--- src/pkg_tpu.sv ---
/*
 * TPU front-end shared definitions
 * Opcodes, the tagged instruction word, context widths and FSM encoding
 */
`default_nettype none

package pkg_tpu;

	////////////////////////////////////////////////////////////
	// Field widths
	////////////////////////////////////////////////////////////
	localparam int OPERAND_W	= 16;		// Immediate operand
	localparam int ID_W		= 8;		// Thread ID
	localparam int ISSUE_NO_W	= 4;		// MPU issue number
	localparam int ACC_W		= 32;		// Scalar accumulator

	////////////////////////////////////////////////////////////
	// Instruction word
	////////////////////////////////////////////////////////////
	typedef enum logic [1:0] {
		OP_NOP	= 2'd0,
		OP_ADD	= 2'd1,
		OP_MUL	= 2'd2,
		OP_END	= 2'd3				// Closes the thread
	} op_t;

	// Header and thread-ID words only use v and operand
	typedef struct packed {
		logic				v;		// Word valid
		op_t				op;
		logic [OPERAND_W-1:0]	operand;	// Unsigned immediate
	} instr_t;

	typedef logic [ID_W-1:0]		id_t;
	typedef logic [ISSUE_NO_W-1:0]	issue_no_t;
	typedef logic [ACC_W-1:0]		acc_t;		// Wraps modulo 2^32

	////////////////////////////////////////////////////////////
	// Front-end FSM
	////////////////////////////////////////////////////////////
	typedef enum logic [2:0] {
		FE_INIT		= 3'd0,		// Context cleared
		FE_SCALAR	= 3'd1,		// Waiting for header
		FE_SIMT		= 3'd2,		// Waiting for thread ID
		FE_INSTR	= 3'd3,		// Streaming instructions
		FE_WAIT_TERM	= 3'd4		// END sent, waiting for sequencer
	} fe_state_t;

endpackage

`default_nettype wire

--- src/tpu_front_end.sv ---
/*
 * TPU instruction front end
 * Walks the host word stream, latches thread context and stamps instructions
 */
`timescale 1ns/10ps
`default_nettype none

module tpu_front_end (
	input wire				clock,
	input wire				reset,
	input wire				en_exe,		// Execution enable level
	input wire				req,		// Host request level
	input wire pkg_tpu::instr_t		word,
	input wire pkg_tpu::issue_no_t	issue_no,	// Taken with the header
	input wire				almost_full,	// From instruction buffer
	input wire				term,		// Thread end from sequencer
	output logic				nack,
	output logic				buf_we,
	output pkg_tpu::instr_t			buf_instr,
	output pkg_tpu::id_t			buf_thread_id,
	output pkg_tpu::issue_no_t		buf_issue_no
);

	pkg_tpu::fe_state_t		state;
	pkg_tpu::id_t			r_thread_id;
	pkg_tpu::issue_no_t		r_issue_no;
	logic				r_almost_full;
	logic				r_term;

	logic				accept;		// Word taken at this edge
	logic				is_header;
	logic				is_end;

	////////////////////////////////////////////////////////////
	// Handshake
	////////////////////////////////////////////////////////////
	assign accept		= req & en_exe & word.v & ~nack;
	assign is_header	= (state == pkg_tpu::FE_INIT) | (state == pkg_tpu::FE_SCALAR);
	assign is_end		= word.op == pkg_tpu::OP_END;

	// Registered sources only, so nack holds for the whole cycle
	assign nack		= r_almost_full | (state == pkg_tpu::FE_WAIT_TERM);

	assign buf_thread_id	= r_thread_id;		// Context stamp
	assign buf_issue_no	= r_issue_no;

	always_ff @(posedge clock) begin
		if (reset) begin
			r_almost_full	<= 1'b0;
			r_term		<= 1'b0;
		end else begin
			r_almost_full	<= almost_full;
			r_term		<= term;
		end
	end

	////////////////////////////////////////////////////////////
	// Stream FSM
	////////////////////////////////////////////////////////////
	always_ff @(posedge clock) begin
		if (reset) begin
			state <= pkg_tpu::FE_INIT;
		end else begin
			case (state)
				pkg_tpu::FE_INIT: begin
					if (accept) begin
						state <= pkg_tpu::FE_SIMT;	// Header right away
					end else begin
						state <= pkg_tpu::FE_SCALAR;
					end
				end
				pkg_tpu::FE_SCALAR: begin
					if (accept) begin
						state <= pkg_tpu::FE_SIMT;
					end
				end
				pkg_tpu::FE_SIMT: begin
					if (accept) begin
						state <= pkg_tpu::FE_INSTR;
					end
				end
				pkg_tpu::FE_INSTR: begin
					if (accept && is_end) begin
						state <= pkg_tpu::FE_WAIT_TERM;
					end
				end
				pkg_tpu::FE_WAIT_TERM: begin
					if (r_term) begin
						state <= pkg_tpu::FE_INIT;
					end
				end
				default: begin
					state <= pkg_tpu::FE_INIT;
				end
			endcase
		end
	end

	////////////////////////////////////////////////////////////
	// Thread context
	////////////////////////////////////////////////////////////
	always_ff @(posedge clock) begin
		if (reset || r_term) begin
			r_issue_no	<= '0;
			r_thread_id	<= '0;
		end else begin
			if (accept && is_header) begin
				r_issue_no	<= issue_no;
			end
			if (accept && state == pkg_tpu::FE_SIMT) begin
				r_thread_id	<= word.operand[pkg_tpu::ID_W-1:0];
			end
		end
	end

	////////////////////////////////////////////////////////////
	// Buffer write stage
	////////////////////////////////////////////////////////////
	always_ff @(posedge clock) begin
		if (reset) begin
			buf_we <= 1'b0;
		end else begin
			buf_we <= accept & (state == pkg_tpu::FE_INSTR);
		end
	end

	always_ff @(posedge clock) begin
		if (accept) begin
			buf_instr <= word;		// Held for the write cycle
		end
	end

	// Writes trail the accepted instruction by exactly one cycle
	a_we_in_stream: assert property (@(posedge clock) disable iff (reset)
		buf_we |-> (state == pkg_tpu::FE_INSTR) ||
			(state == pkg_tpu::FE_WAIT_TERM && $past(state) == pkg_tpu::FE_INSTR))
		else $error("buffer write outside instruction phase");

endmodule

`default_nettype wire

--- src/tpu_instr_buffer.sv ---
/*
 * Instruction buffer
 * Circular FIFO of stamped instructions with a look-ahead almost-full flag
 */
`timescale 1ns/10ps
`default_nettype none

module tpu_instr_buffer #(
	parameter int BUFFER_DEPTH = 8
) (
	input wire				clock,
	input wire				reset,
	input wire				we,
	input wire pkg_tpu::instr_t		wr_instr,
	input wire pkg_tpu::id_t		wr_thread_id,
	input wire pkg_tpu::issue_no_t	wr_issue_no,
	input wire				pop,
	output logic				empty,
	output logic				almost_full,
	output pkg_tpu::instr_t			rd_instr,	// Head entry
	output pkg_tpu::id_t			rd_thread_id,
	output pkg_tpu::issue_no_t		rd_issue_no
);

	localparam int PTR_W	= (BUFFER_DEPTH > 1) ? $clog2(BUFFER_DEPTH) : 1;
	localparam int CNT_W	= $clog2(BUFFER_DEPTH + 1);
	localparam int OCC_W	= CNT_W + 1;

	pkg_tpu::instr_t		mem_instr [BUFFER_DEPTH];
	pkg_tpu::id_t			mem_thread_id [BUFFER_DEPTH];
	pkg_tpu::issue_no_t		mem_issue_no [BUFFER_DEPTH];

	logic [PTR_W-1:0]		wr_ptr;
	logic [PTR_W-1:0]		rd_ptr;
	logic [CNT_W-1:0]		count;
	logic [OCC_W-1:0]		occupancy;	// Count plus write on the port
	logic				full;

	function automatic logic [PTR_W-1:0] next_ptr(input logic [PTR_W-1:0] ptr);
		if (ptr == PTR_W'(BUFFER_DEPTH - 1)) begin
			return '0;
		end
		return ptr + 1'b1;
	endfunction

	assign full		= count == CNT_W'(BUFFER_DEPTH);
	assign empty		= count == '0;
	assign occupancy	= {1'b0, count} + OCC_W'(we);
	assign almost_full	= occupancy >= OCC_W'(BUFFER_DEPTH - 1);	// Room for one in flight

	assign rd_instr		= mem_instr[rd_ptr];
	assign rd_thread_id	= mem_thread_id[rd_ptr];
	assign rd_issue_no	= mem_issue_no[rd_ptr];

	always_ff @(posedge clock) begin
		if (reset) begin
			wr_ptr	<= '0;
			rd_ptr	<= '0;
			count	<= '0;
		end else begin
			if (we) begin
				wr_ptr <= next_ptr(wr_ptr);
			end
			if (pop) begin
				rd_ptr <= next_ptr(rd_ptr);
			end
			case ({we, pop})
				2'b10:		count <= count + 1'b1;
				2'b01:		count <= count - 1'b1;
				default:	count <= count;		// Idle or both
			endcase
		end
	end

	always_ff @(posedge clock) begin
		if (we) begin
			mem_instr[wr_ptr]	<= wr_instr;
			mem_thread_id[wr_ptr]	<= wr_thread_id;
			mem_issue_no[wr_ptr]	<= wr_issue_no;
		end
	end

	// Front-end nack must keep the writer off a full buffer
	a_no_overflow: assert property (@(posedge clock) disable iff (reset) we |-> !full)
		else $error("write into full instruction buffer");

	a_no_underflow: assert property (@(posedge clock) disable iff (reset) pop |-> !empty)
		else $error("pop from empty instruction buffer");

endmodule

`default_nettype wire

--- src/tpu_scalar_sequencer.sv ---
/*
 * Scalar sequencer
 * Executes NOP, ADD and MUL on the accumulator and commits on END
 */
`timescale 1ns/10ps
`default_nettype none

module tpu_scalar_sequencer #(
	parameter int MUL_CYCLES = 4
) (
	input wire				clock,
	input wire				reset,
	input wire				empty,		// Buffer has no entry
	input wire pkg_tpu::instr_t		instr,		// Buffer head
	input wire pkg_tpu::id_t		thread_id,
	input wire pkg_tpu::issue_no_t	issue_no,
	output logic				pop,
	output logic				term,		// Thread end pulse
	output logic				commit_valid,
	output pkg_tpu::issue_no_t		commit_issue_no,
	output pkg_tpu::id_t			commit_thread_id,
	output pkg_tpu::acc_t			commit_acc
);

	localparam int CNT_W = $clog2(MUL_CYCLES + 1);

	pkg_tpu::acc_t			acc;
	pkg_tpu::acc_t			product;	// Accumulator times head operand
	pkg_tpu::acc_t			r_product;
	logic [CNT_W-1:0]		mul_cnt;	// Remaining MUL cycles
	logic				mul_busy;
	logic				is_mul;
	logic				is_end;

	assign mul_busy	= mul_cnt != '0;
	assign pop	= ~empty & ~mul_busy;
	assign is_mul	= instr.op == pkg_tpu::OP_MUL;
	assign is_end	= instr.op == pkg_tpu::OP_END;
	assign product	= acc * pkg_tpu::acc_t'(instr.operand);

	////////////////////////////////////////////////////////////
	// Execute
	////////////////////////////////////////////////////////////
	always_ff @(posedge clock) begin
		if (reset) begin
			acc		<= '0;
			mul_cnt		<= '0;
			term		<= 1'b0;
			commit_valid	<= 1'b0;
		end else begin
			term		<= 1'b0;
			commit_valid	<= 1'b0;
			if (mul_busy) begin
				mul_cnt <= mul_cnt - 1'b1;
				if (mul_cnt == CNT_W'(1)) begin
					acc <= r_product;		// Last MUL cycle
				end
			end else if (pop) begin
				case (instr.op)
					pkg_tpu::OP_ADD: begin
						acc <= acc + pkg_tpu::acc_t'(instr.operand);
					end
					pkg_tpu::OP_MUL: begin
						if (MUL_CYCLES == 1) begin
							acc <= product;
						end else begin
							mul_cnt <= CNT_W'(MUL_CYCLES - 1);
						end
					end
					pkg_tpu::OP_END: begin
						term		<= 1'b1;
						commit_valid	<= 1'b1;
						acc		<= '0;		// Next thread starts clean
					end
					default: begin
						acc <= acc;			// NOP
					end
				endcase
			end
		end
	end

	////////////////////////////////////////////////////////////
	// Product and commit payload
	////////////////////////////////////////////////////////////
	always_ff @(posedge clock) begin
		if (pop && is_mul) begin
			r_product <= product;
		end
	end

	always_ff @(posedge clock) begin
		if (pop && is_end) begin
			commit_acc		<= acc;
			commit_thread_id	<= thread_id;
			commit_issue_no		<= issue_no;
		end
	end

	// A popped MUL keeps the buffer head in place on the following cycle
	a_mul_holds_pop: assert property (@(posedge clock) disable iff (reset)
		($past(pop && is_mul) && MUL_CYCLES > 1) |-> !pop)
		else $error("pop while MUL in progress");

endmodule

`default_nettype wire

--- src/tpu_frontend_top.sv ---
/*
 * TPU front-end top level
 * Front end, instruction buffer and scalar sequencer for one thread lane
 */
`timescale 1ns/10ps
`default_nettype none

module tpu_frontend_top #(
	parameter int BUFFER_DEPTH	= 8,
	parameter int MUL_CYCLES	= 4
) (
	input wire				clock,
	input wire				reset,
	input wire				en_exe,
	input wire				req,
	input wire pkg_tpu::instr_t		word,
	input wire pkg_tpu::issue_no_t	issue_no,
	output logic				nack,
	output logic				commit_valid,
	output pkg_tpu::issue_no_t		commit_issue_no,
	output pkg_tpu::id_t			commit_thread_id,
	output pkg_tpu::acc_t			commit_acc
);

	// Front end to buffer
	logic				buf_we;
	pkg_tpu::instr_t		buf_instr;
	pkg_tpu::id_t			buf_thread_id;
	pkg_tpu::issue_no_t		buf_issue_no;
	logic				almost_full;

	// Buffer to sequencer
	logic				empty;
	logic				pop;
	pkg_tpu::instr_t		rd_instr;
	pkg_tpu::id_t			rd_thread_id;
	pkg_tpu::issue_no_t		rd_issue_no;

	logic				term;		// Sequencer back to front end

	tpu_front_end i_tpu_front_end (
		.clock(clock), .reset(reset),
		.en_exe(en_exe), .req(req), .word(word), .issue_no(issue_no),
		.almost_full(almost_full), .term(term), .nack(nack),
		.buf_we(buf_we), .buf_instr(buf_instr),
		.buf_thread_id(buf_thread_id), .buf_issue_no(buf_issue_no)
	);

	tpu_instr_buffer #(.BUFFER_DEPTH(BUFFER_DEPTH)) i_tpu_instr_buffer (
		.clock(clock), .reset(reset),
		.we(buf_we), .wr_instr(buf_instr),
		.wr_thread_id(buf_thread_id), .wr_issue_no(buf_issue_no),
		.pop(pop), .empty(empty), .almost_full(almost_full),
		.rd_instr(rd_instr), .rd_thread_id(rd_thread_id), .rd_issue_no(rd_issue_no)
	);

	tpu_scalar_sequencer #(.MUL_CYCLES(MUL_CYCLES)) i_tpu_scalar_sequencer (
		.clock(clock), .reset(reset),
		.empty(empty), .instr(rd_instr),
		.thread_id(rd_thread_id), .issue_no(rd_issue_no),
		.pop(pop), .term(term), .commit_valid(commit_valid),
		.commit_issue_no(commit_issue_no), .commit_thread_id(commit_thread_id),
		.commit_acc(commit_acc)
	);

endmodule

`default_nettype wire

--- config.mk ---
export PLATFORM = sky130hd
export DESIGN_NAME = tpu_frontend_top
export DESIGN_NICKNAME = d
export VERILOG_FILES = /design/src/pkg_tpu.sv /design/src/tpu_front_end.sv /design/src/tpu_instr_buffer.sv /design/src/tpu_scalar_sequencer.sv /design/src/tpu_frontend_top.sv
export SDC_FILE = /design/constraint.sdc
export NUM_CORES = 1
export LEC_CHECK = 0
export ABC_CLOCK_PERIOD_IN_PS = 9200
export BUFFER_PORTS_ARGS = -buffer_cell sky130_fd_sc_hd__buf_2
export CELL_PAD_IN_SITES_DETAIL_PLACEMENT = 0
export CELL_PAD_IN_SITES_GLOBAL_PLACEMENT = 1
export CORE_MARGIN = 3
export CORE_UTILIZATION = 45
export CTS_BUF_LIST = sky130_fd_sc_hd__clkbuf_4
export CTS_CLUSTER_SIZE = 24
export DETAILED_ROUTE_END_ITERATION = 10
export MAX_ROUTING_LAYER = met4
export PLACE_DENSITY_LB_ADDON = 0.1
export SYNTH_ARGS = -nofsm -noshare
export SYNTH_HDL_FRONTEND = slang
export SYNTH_HIERARCHICAL = 1
export SYNTH_SLANG_ARGS = --single-unit
--- constraint.sdc ---
create_clock -name clock -period 9.2 [get_ports clock]
set_clock_uncertainty 0.15 [all_clocks]
set_input_delay 1.84 -clock clock [delete_from_list [all_inputs] [get_ports clock]]
set_output_delay 1.84 -clock clock [all_outputs]
set_load 0.01 [all_outputs]
==> flow_summary_export.csv, run 1 <==
group,metric,value,unit
final_layout,nets,2818,
global_routing,first_global_vias,18800,
floorplanning,die-width,254,um
final_layout,fin_area,30300,um2
logic_synthesis,syn_area,27700,um2
sta,hold_viol,0,
sta,fin_crit,8130,ps
outcome,outcome,"complete, no violations",
drt,route.detailed.drc,0,
sta,slew_headroom,0.205,
sta,fmax,0.123,GHz
placed_design,dpl_cell_area,28900,um2
clocking,clk_latency,830,ps
worst_setup_path,r2r_setup_slack,1070,ps
sta,setup_ws,1070,ps
floorplanning,std_cell_rows,90,
final_layout,drive_above_1_share,0.141,
power_and_ir_drop,p_leak,0.0121,uW
worst_setup_path,cp_max_fo,26,
logic_synthesis,synthesis.nets,2707,
placed_design,post-dp-hpwl,47900,um
floorplanning,coreArea,60600,um2
clocking,cts-resized-gates,0,
clocking,clockRootBuffer,"clkbuf_4",
global_routing,gr-total-overflow,0,
worst_setup_path,cpMostUsedCell,"fa_1",
power_and_ir_drop,ir_drop,0.176,mV
final_layout,syn_to_final_growth,9.54,%
clocking,clkTransAtPathRegs,70,ps
floorplanning,die_area,64500,um2
drt,wirelength,71900,um
worst_setup_path,r2r_cells,22,
global_routing,grt_max_degree,53,
global_routing,grt_pass1_wl,112000,um
worst_setup_path,critPathSlowestCell,"dfxtp_2",
clocking,clock_path_buffers,3,
drt,drt_iter0_drc,1011,
floorplanning,design.portCount,73,
worst_setup_path,critPathArrivalTime,8560,ps
drt,wire_per_inst,22.0,um
clocking,cts_tree,"done",
sta,rsz0062_at_grt,"no",
drt,antenna_left,0,
worst_setup_path,max_stage_delay,830,ps
clocking,ctsHoldBuffers,0,
logic_synthesis,ys.warnings.count,6,
global_routing,grt_antenna_before_repair,3,
worst_setup_path,crit_end,"i_tpu_scalar_sequencer/r_product[30]$_DFFE_PP_",
clocking,h-tree-depth,3,
sta,tns,0,ps
sta,maxSlewViolCount,0,
worst_setup_path,crit_type,"reg2reg",
floorplanning,start_util,0.457,
sta,setup_viol,0,
sta,finalCritPeriodShare,0.884,
worst_setup_path,path_cells,"buf_4, mux4_1, mux2_2, and2_1, fa_1, inv_1, fa_1, inv_1, fa_1, fa_1, fa_1, inv_1, fa_1, inv_1, ha_1, a21o_1, a211o_1, nor2_1, o21ai_1, a31oi_1, nor3_1, a311o_1",
worst_setup_path,r2r-end,"i_tpu_scalar_sequencer/r_product[30]$_DFFE_PP_",
worst_setup_path,crit_path_end_kind,"flop",
power_and_ir_drop,p_per_area,268,nW/um2
final_layout,fin_util,0.500,
placed_design,place_ws,1050,ps
clocking,post_cts_buffers,0,
logic_synthesis,syn_area_per_cell,12.1,um2
sta,worstMarginPinSlew,1190,ps
placed_design,routabilityCongestion,0.816,
clocking,clkSinkCount,401,
worst_setup_path,worstPathRequired,9630,ps
global_routing,grtUsageTotal,0.240,
drt,vias,17500,
logic_synthesis,synthCells,2282,
worst_hold_path,hold_path.class,"reg2reg",
clocking,cts_inserted_buffers,107,
floorplanning,die_h,254,um
drt,via_per_inst,5.34,
flow_run,maxCapViolCount,0,
drt,first_pass_iters,5,
worst_setup_path,cp-start-kind,"flop",
placed_design,io_buffers,72,
-- worst min path at each step --
stage	from	end	slack (ps)	cells after the start
after floorplan	i_tpu_scalar_sequencer/acc[18]$_SDFFE_PP0P_	i_tpu_scalar_sequencer/commit_acc[18]$_DFFE_PP_	260	0
after global placement	i_tpu_scalar_sequencer/mul_cnt[1]$_SDFFE_PP0P_	i_tpu_scalar_sequencer/mul_cnt[1]$_SDFFE_PP0P_	340	2
after detailed placement	i_tpu_scalar_sequencer/mul_cnt[0]$_SDFFE_PP0P_	i_tpu_scalar_sequencer/mul_cnt[0]$_SDFFE_PP0P_	350	1
after CTS	i_tpu_front_end/buf_instr[5]$_DFFE_PP_	i_tpu_instr_buffer/mem_instr[7][5]$_DFFE_PP_	340	0
after global routing	i_tpu_front_end/buf_instr[7]$_DFFE_PP_	i_tpu_instr_buffer/mem_instr[6][7]$_DFFE_PP_	370	0
final	i_tpu_front_end/buf_instr[7]$_DFFE_PP_	i_tpu_instr_buffer/mem_instr[7][7]$_DFFE_PP_	350	0
-- sequential cells by signal, indices dropped and copies added, names as in the netlist, named ones only --
signal and cells:
i_tpu_instr_buffer/mem_instr 144, i_tpu_instr_buffer/mem_thread_id 64, i_tpu_instr_buffer/mem_issue_no 32, i_tpu_scalar_sequencer/acc 32, i_tpu_scalar_sequencer/commit_acc 32, i_tpu_scalar_sequencer/r_product 32
i_tpu_front_end/buf_instr 18, i_tpu_front_end/buf_thread_id 8, i_tpu_scalar_sequencer/commit_thread_id 8, i_tpu_front_end/buf_issue_no 4, i_tpu_instr_buffer/count 4, i_tpu_scalar_sequencer/commit_issue_no 4
i_tpu_front_end/state 3, i_tpu_instr_buffer/rd_ptr 3, i_tpu_instr_buffer/wr_ptr 3, i_tpu_scalar_sequencer/mul_cnt 3, i_tpu_front_end/buf_we 1, i_tpu_front_end/r_almost_full 1
i_tpu_front_end/r_term 1, i_tpu_scalar_sequencer/commit_valid 1
-- layout make-up --
cell class                      count  area, um2
Timing Repair Buffer              113        668
Clock buffer                      159       1190
Tap cell                          782        978
Clock inverter                     38        198
Fill cell                        5513      30300
Multi-Input combinational cell   1420      14600
Antenna cell                        5       12.5
Inverter                          350       1310
Sequential cell                   401      11400
-- metal layers --
layer,global-route usage,vias up,part of all wire
li1,-,7952,-
met1,0.308,8927,0.43
met2,0.391,470,0.49
met3,0.0444,116,0.052
met4,0.0736,0,0.028
met5,-,-,0
-- worst max-delay path: cells and delay by family (launching register included) --
family	cells	cell delay, ps
adder cells (fa/ha/maj)	7	3240
AO/OA/AOI/OAI	5	1430
multiplexers	2	1100
flip-flops	1	830
buffers and inverters	5	580
AND/OR/NAND/NOR	3	470
-- layout by cell type (no fill, tap or decap), types with 14 or more instances in the layout --
| master | instances |
|---|---|
| a21o_1 | 19 |
| a21oi_1 | 51 |
| a221oi_1 | 14 |
| and2_1 | 164 |
| buf_2 | 72 |
| buf_4 | 41 |
| clkbuf_4 | 159 |
| clkinv_1 | 26 |
| dfxtp_1 | 65 |
| edfxtp_1 | 334 |
| fa_1 | 305 |
| ha_1 | 93 |
| inv_1 | 350 |
| mux2_2 | 31 |
| mux4_1 | 60 |
| nand2_1 | 265 |
| nand3_1 | 23 |
| nor2_1 | 73 |
| nor3_1 | 24 |
| o21ai_0 | 35 |
| xnor2_1 | 48 |
| xor2_1 | 19 |
-- per-stage QoR --
step | hold slack [ps] | power, uW | instances
after CTS | 341 | 8230 | 3263
after detailed placement | 350 | 6540 | 3066
after global placement | 338 | 6600 | 3066
after floorplan | 256 | 5310 | 2282
final | 350 | 8130 | 3268
after global routing | 368 | 8870 | 3267
-- where the power goes --
| group | total (uW) | leakage, uW | switching (uW) | internal, uW |
|---|---|---|---|---|
| Combinational | 4230 | 0.00774 | 2540 | 1680 |
| Clock | 1560 | 0.000829 | 760 | 802 |
| Sequential | 2340 | 0.00352 | 201 | 2140 |
No activity file was read; power rests on OpenSTA's default activity.
==> run 2, diff against run 1 <==
--- a/config.mk
+++ b/config.mk
@@ -11,9 +11,10 @@
 export CELL_PAD_IN_SITES_GLOBAL_PLACEMENT = 1
 export CORE_MARGIN = 3
 export CORE_UTILIZATION = 45
-export CTS_BUF_LIST = sky130_fd_sc_hd__clkbuf_4
+export CTS_BUF_LIST = sky130_fd_sc_hd__clkbuf_4 sky130_fd_sc_hd__clkbuf_8
 export CTS_CLUSTER_SIZE = 24
 export DETAILED_ROUTE_END_ITERATION = 10
+export GPL_TIMING_DRIVEN = 0
 export MAX_ROUTING_LAYER = met4
 export PLACE_DENSITY_LB_ADDON = 0.1
 export SYNTH_ARGS = -nofsm -noshare
==> run 2 against run 1 <==
  * Critical path depth did not move
  * Fmax shrank 7.3%
  * Combinational power increased by 6.4%
  * Power is 5.4% higher
  * Flip-flop and latch count did not move
  * Via count is 2.3% higher
  * Global-route usage is 2.0 points higher
  * Worst setup slack got worse by 640 ps
==> flow_summary_export.csv, run 2 (synthesized netlist as in run 1, its figures left out) <==
group,metric,value,unit
global_routing,grt_antenna_before_repair,4,
final_layout,layout_common_cells,"inv_1 (350), edfxtp_1 (334), fa_1 (305)",
drt,wl_met2,39900,um
worst_setup_path,cp_top_family,"adder cells",
worst_setup_path,path_cells,"clkbuf_1, clkbuf_1, mux4_1, mux2_2, clkbuf_1, nand2_1, fa_1, fa_1, fa_1, fa_1, inv_1, fa_1, inv_1, fa_1, inv_1, ha_1, nand3_1, o31ai_1, o21a_1, nand4_1, a31oi_1, xnor2_1",
sta,fin_crit,8770,ps
worst_setup_path,critPathArrivalTime,8980,ps
clocking,cts-resized-gates,0,
floorplanning,die_h,254,um
final_layout,antennaDiodeCount,0,
final_layout,fin_util,0.511,
worst_setup_path,crit_buf_inv,6,
drt,antenna_left,0,
clocking,h-tree-depth,3,
final_layout,fin_area,30900,um2
worst_setup_path,cp_max_fo,14,
drt,route.top_layer_used,"met4",
clocking,clock_path_buffers,3,
outcome,outcome,"complete, no violations",
global_routing,first_global_vias,19000,
worst_setup_path,cp-start-kind,"flop",
sta,hold_viol,0,
drt,route.detailed.drc,0,
drt,first_pass_iters,5,
floorplanning,die-width,254,um
final_layout,seq_area,11400,um2
floorplanning,die_area,64500,um2
global_routing,grtUsageTotal,0.260,
drt,wire_per_inst,23.8,um
floorplanning,start_util,0.457,
floorplanning,coreArea,60600,um2
final_layout,drive_above_1_share,0.120,
sta,fmax,0.114,GHz
power_and_ir_drop,p_per_area,277,nW/um2
power_and_ir_drop,ir_drop,0.171,mV
placed_design,post-dp-hpwl,58800,um
clocking,clockRootBuffer,"clkbuf_8",
drt,wl_met3,3580,um
clocking,cts_tree,"done",
drt,vias,17900,
worst_setup_path,max_stage_delay,760,ps
final_layout,final_common_cell,"inv_1",
sta,worstMarginPinSlew,1000,ps
power_and_ir_drop,p_leak,0.0122,uW
sta,slew_headroom,0.332,
flow_run,maxCapViolCount,0,
final_layout,reg_top3,"i_tpu_instr_buffer/mem_instr x144, i_tpu_instr_buffer/mem_thread_id x64",
clocking,clkTransAtPathRegs,60,ps
sta,rsz0062_at_grt,"no",
placed_design,routabilityCongestion,0.898,
worst_hold_path,hold_path.class,"reg2reg",
final_layout,multi_input_area,14600,um2
drt,wl_met1,32200,um
floorplanning,std_cell_rows,90,
global_routing,grt_max_degree,23,
clocking,clkSinkCount,401,
worst_setup_path,crit_type,"reg2reg",
final_layout,syn_to_final_growth,11.8,%
worst_setup_path,crit_path_end_kind,"flop",
floorplanning,design.portCount,73,
clocking,cts_inserted_buffers,70,
clocking,clk_latency,650,ps
clocking,post_cts_buffers,0,
drt,via_per_inst,5.44,
global_routing,grt_pass1_wl,119000,um
sta,setup_viol,0,
final_layout,nets,2869,
final_layout,fillers,5419,
sta,finalCritPeriodShare,0.954,
sta,maxSlewViolCount,0,
final_layout,largest_reg_flops,144,
final_layout,regMostFlops,"i_tpu_instr_buffer/mem_instr",
global_routing,gr-total-overflow,0,
worst_setup_path,critPathSlowestCell,"clkbuf_1",
placed_design,dpl_cell_area,29400,um2
drt,wirelength,78200,um
worst_setup_path,worstPathRequired,9410,ps
clocking,ctsHoldBuffers,0,
placed_design,io_buffers,72,
worst_setup_path,cpMostUsedCell,"fa_1",
drt,drt_iter0_drc,1101,
-- run 2: cell count changes in the layout (fill, tap and decap cells not counted), moves of 3 or more --
| cell | previous run | this run |
|---|---|---|
| clkbuf_4 | 159 | 26 |
| clkinvlp_4 | 0 | 3 |
| clkbuf_1 | 0 | 88 |
| clkinv_1 | 26 | 4 |
| buf_6 | 0 | 18 |
| buf_12 | 0 | 5 |
| buf_4 | 41 | 3 |
| diode_2 | 5 | 0 |
| buf_2 | 72 | 79 |
| bufinv_16 | 0 | 4 |
| clkbuf_8 | 0 | 80 |
| clkbuf_2 | 0 | 3 |
-- run 2: cell type report --
type,instances,area share
inverter,350,0.0425
clock buffer,106,0.0419
clock inverter,23,0.00797
multi-input combinational,1420,0.471
tap,782,0.0316
sequential,401,0.368
buffer,108,0.0155
timing repair buffer,93,0.0219
-- run 2: path summary, 6_finish.rpt --
| kind | end | depth (start not counted) | slack [ps] | startpoint |
|---|---|---|---|---|
| worst max-delay path | i_tpu_scalar_sequencer/r_product[31]$_DFFE_PP_ | 22 | 430 | flop |
| worst min-delay path | i_tpu_scalar_sequencer/commit_acc[26]$_DFFE_PP_ | 0 | 280 | i_tpu_scalar_sequencer/acc[26]$_SDFFE_PP0P_ |
| worst max register to register | i_tpu_scalar_sequencer/r_product[31]$_DFFE_PP_ | 22 | 430 | flop |
| worst min register to register | i_tpu_scalar_sequencer/commit_acc[26]$_DFFE_PP_ | 0 | 280 | i_tpu_scalar_sequencer/acc[26]$_SDFFE_PP0P_ |
-- run 2: per-stage QoR --
stage          power, uW  hold WS, ps  cells  TNS (ps)  setup WS [ps]
2_1_floorplan       5310          256   2282         0           2180
3_3_place_gp        6780          270   3136      -622           -329
3_5_place_dp        6720          280   3157      -525           -308
4_1_cts             8620          293   3283         0            177
5_1_grt             9280          293   3283         0           71.9
6_report            8570          284   3283         0            426
-- run 2: worst reg2reg max path, stage by stage (launching register included) --
cell	delay, ps
dfxtp_1	300
clkbuf_1	340
clkbuf_1	490
mux4_1	260
mux2_2	580
clkbuf_1	770
nand2_1	200
fa_1	540
fa_1	480
fa_1	470
fa_1	500
inv_1	60
fa_1	520
inv_1	50
fa_1	480
inv_1	50
ha_1	360
nand3_1	100
o31ai_1	650
o21a_1	450
nand4_1	160
a31oi_1	380
xnor2_1	160
-- run 2: report_power, final --
group          switching, uW  internal, uW
combinational           2790          1710
clock                    766          1020
sequential               139          2140
total                   3700          4870
-- run 2: routing by layer --
layer	vias up	GRT usage
li1	7990	-
met1	9243	0.323
met2	498	0.445
met3	140	0.0329
met4	0	0.0831
met5	-	-
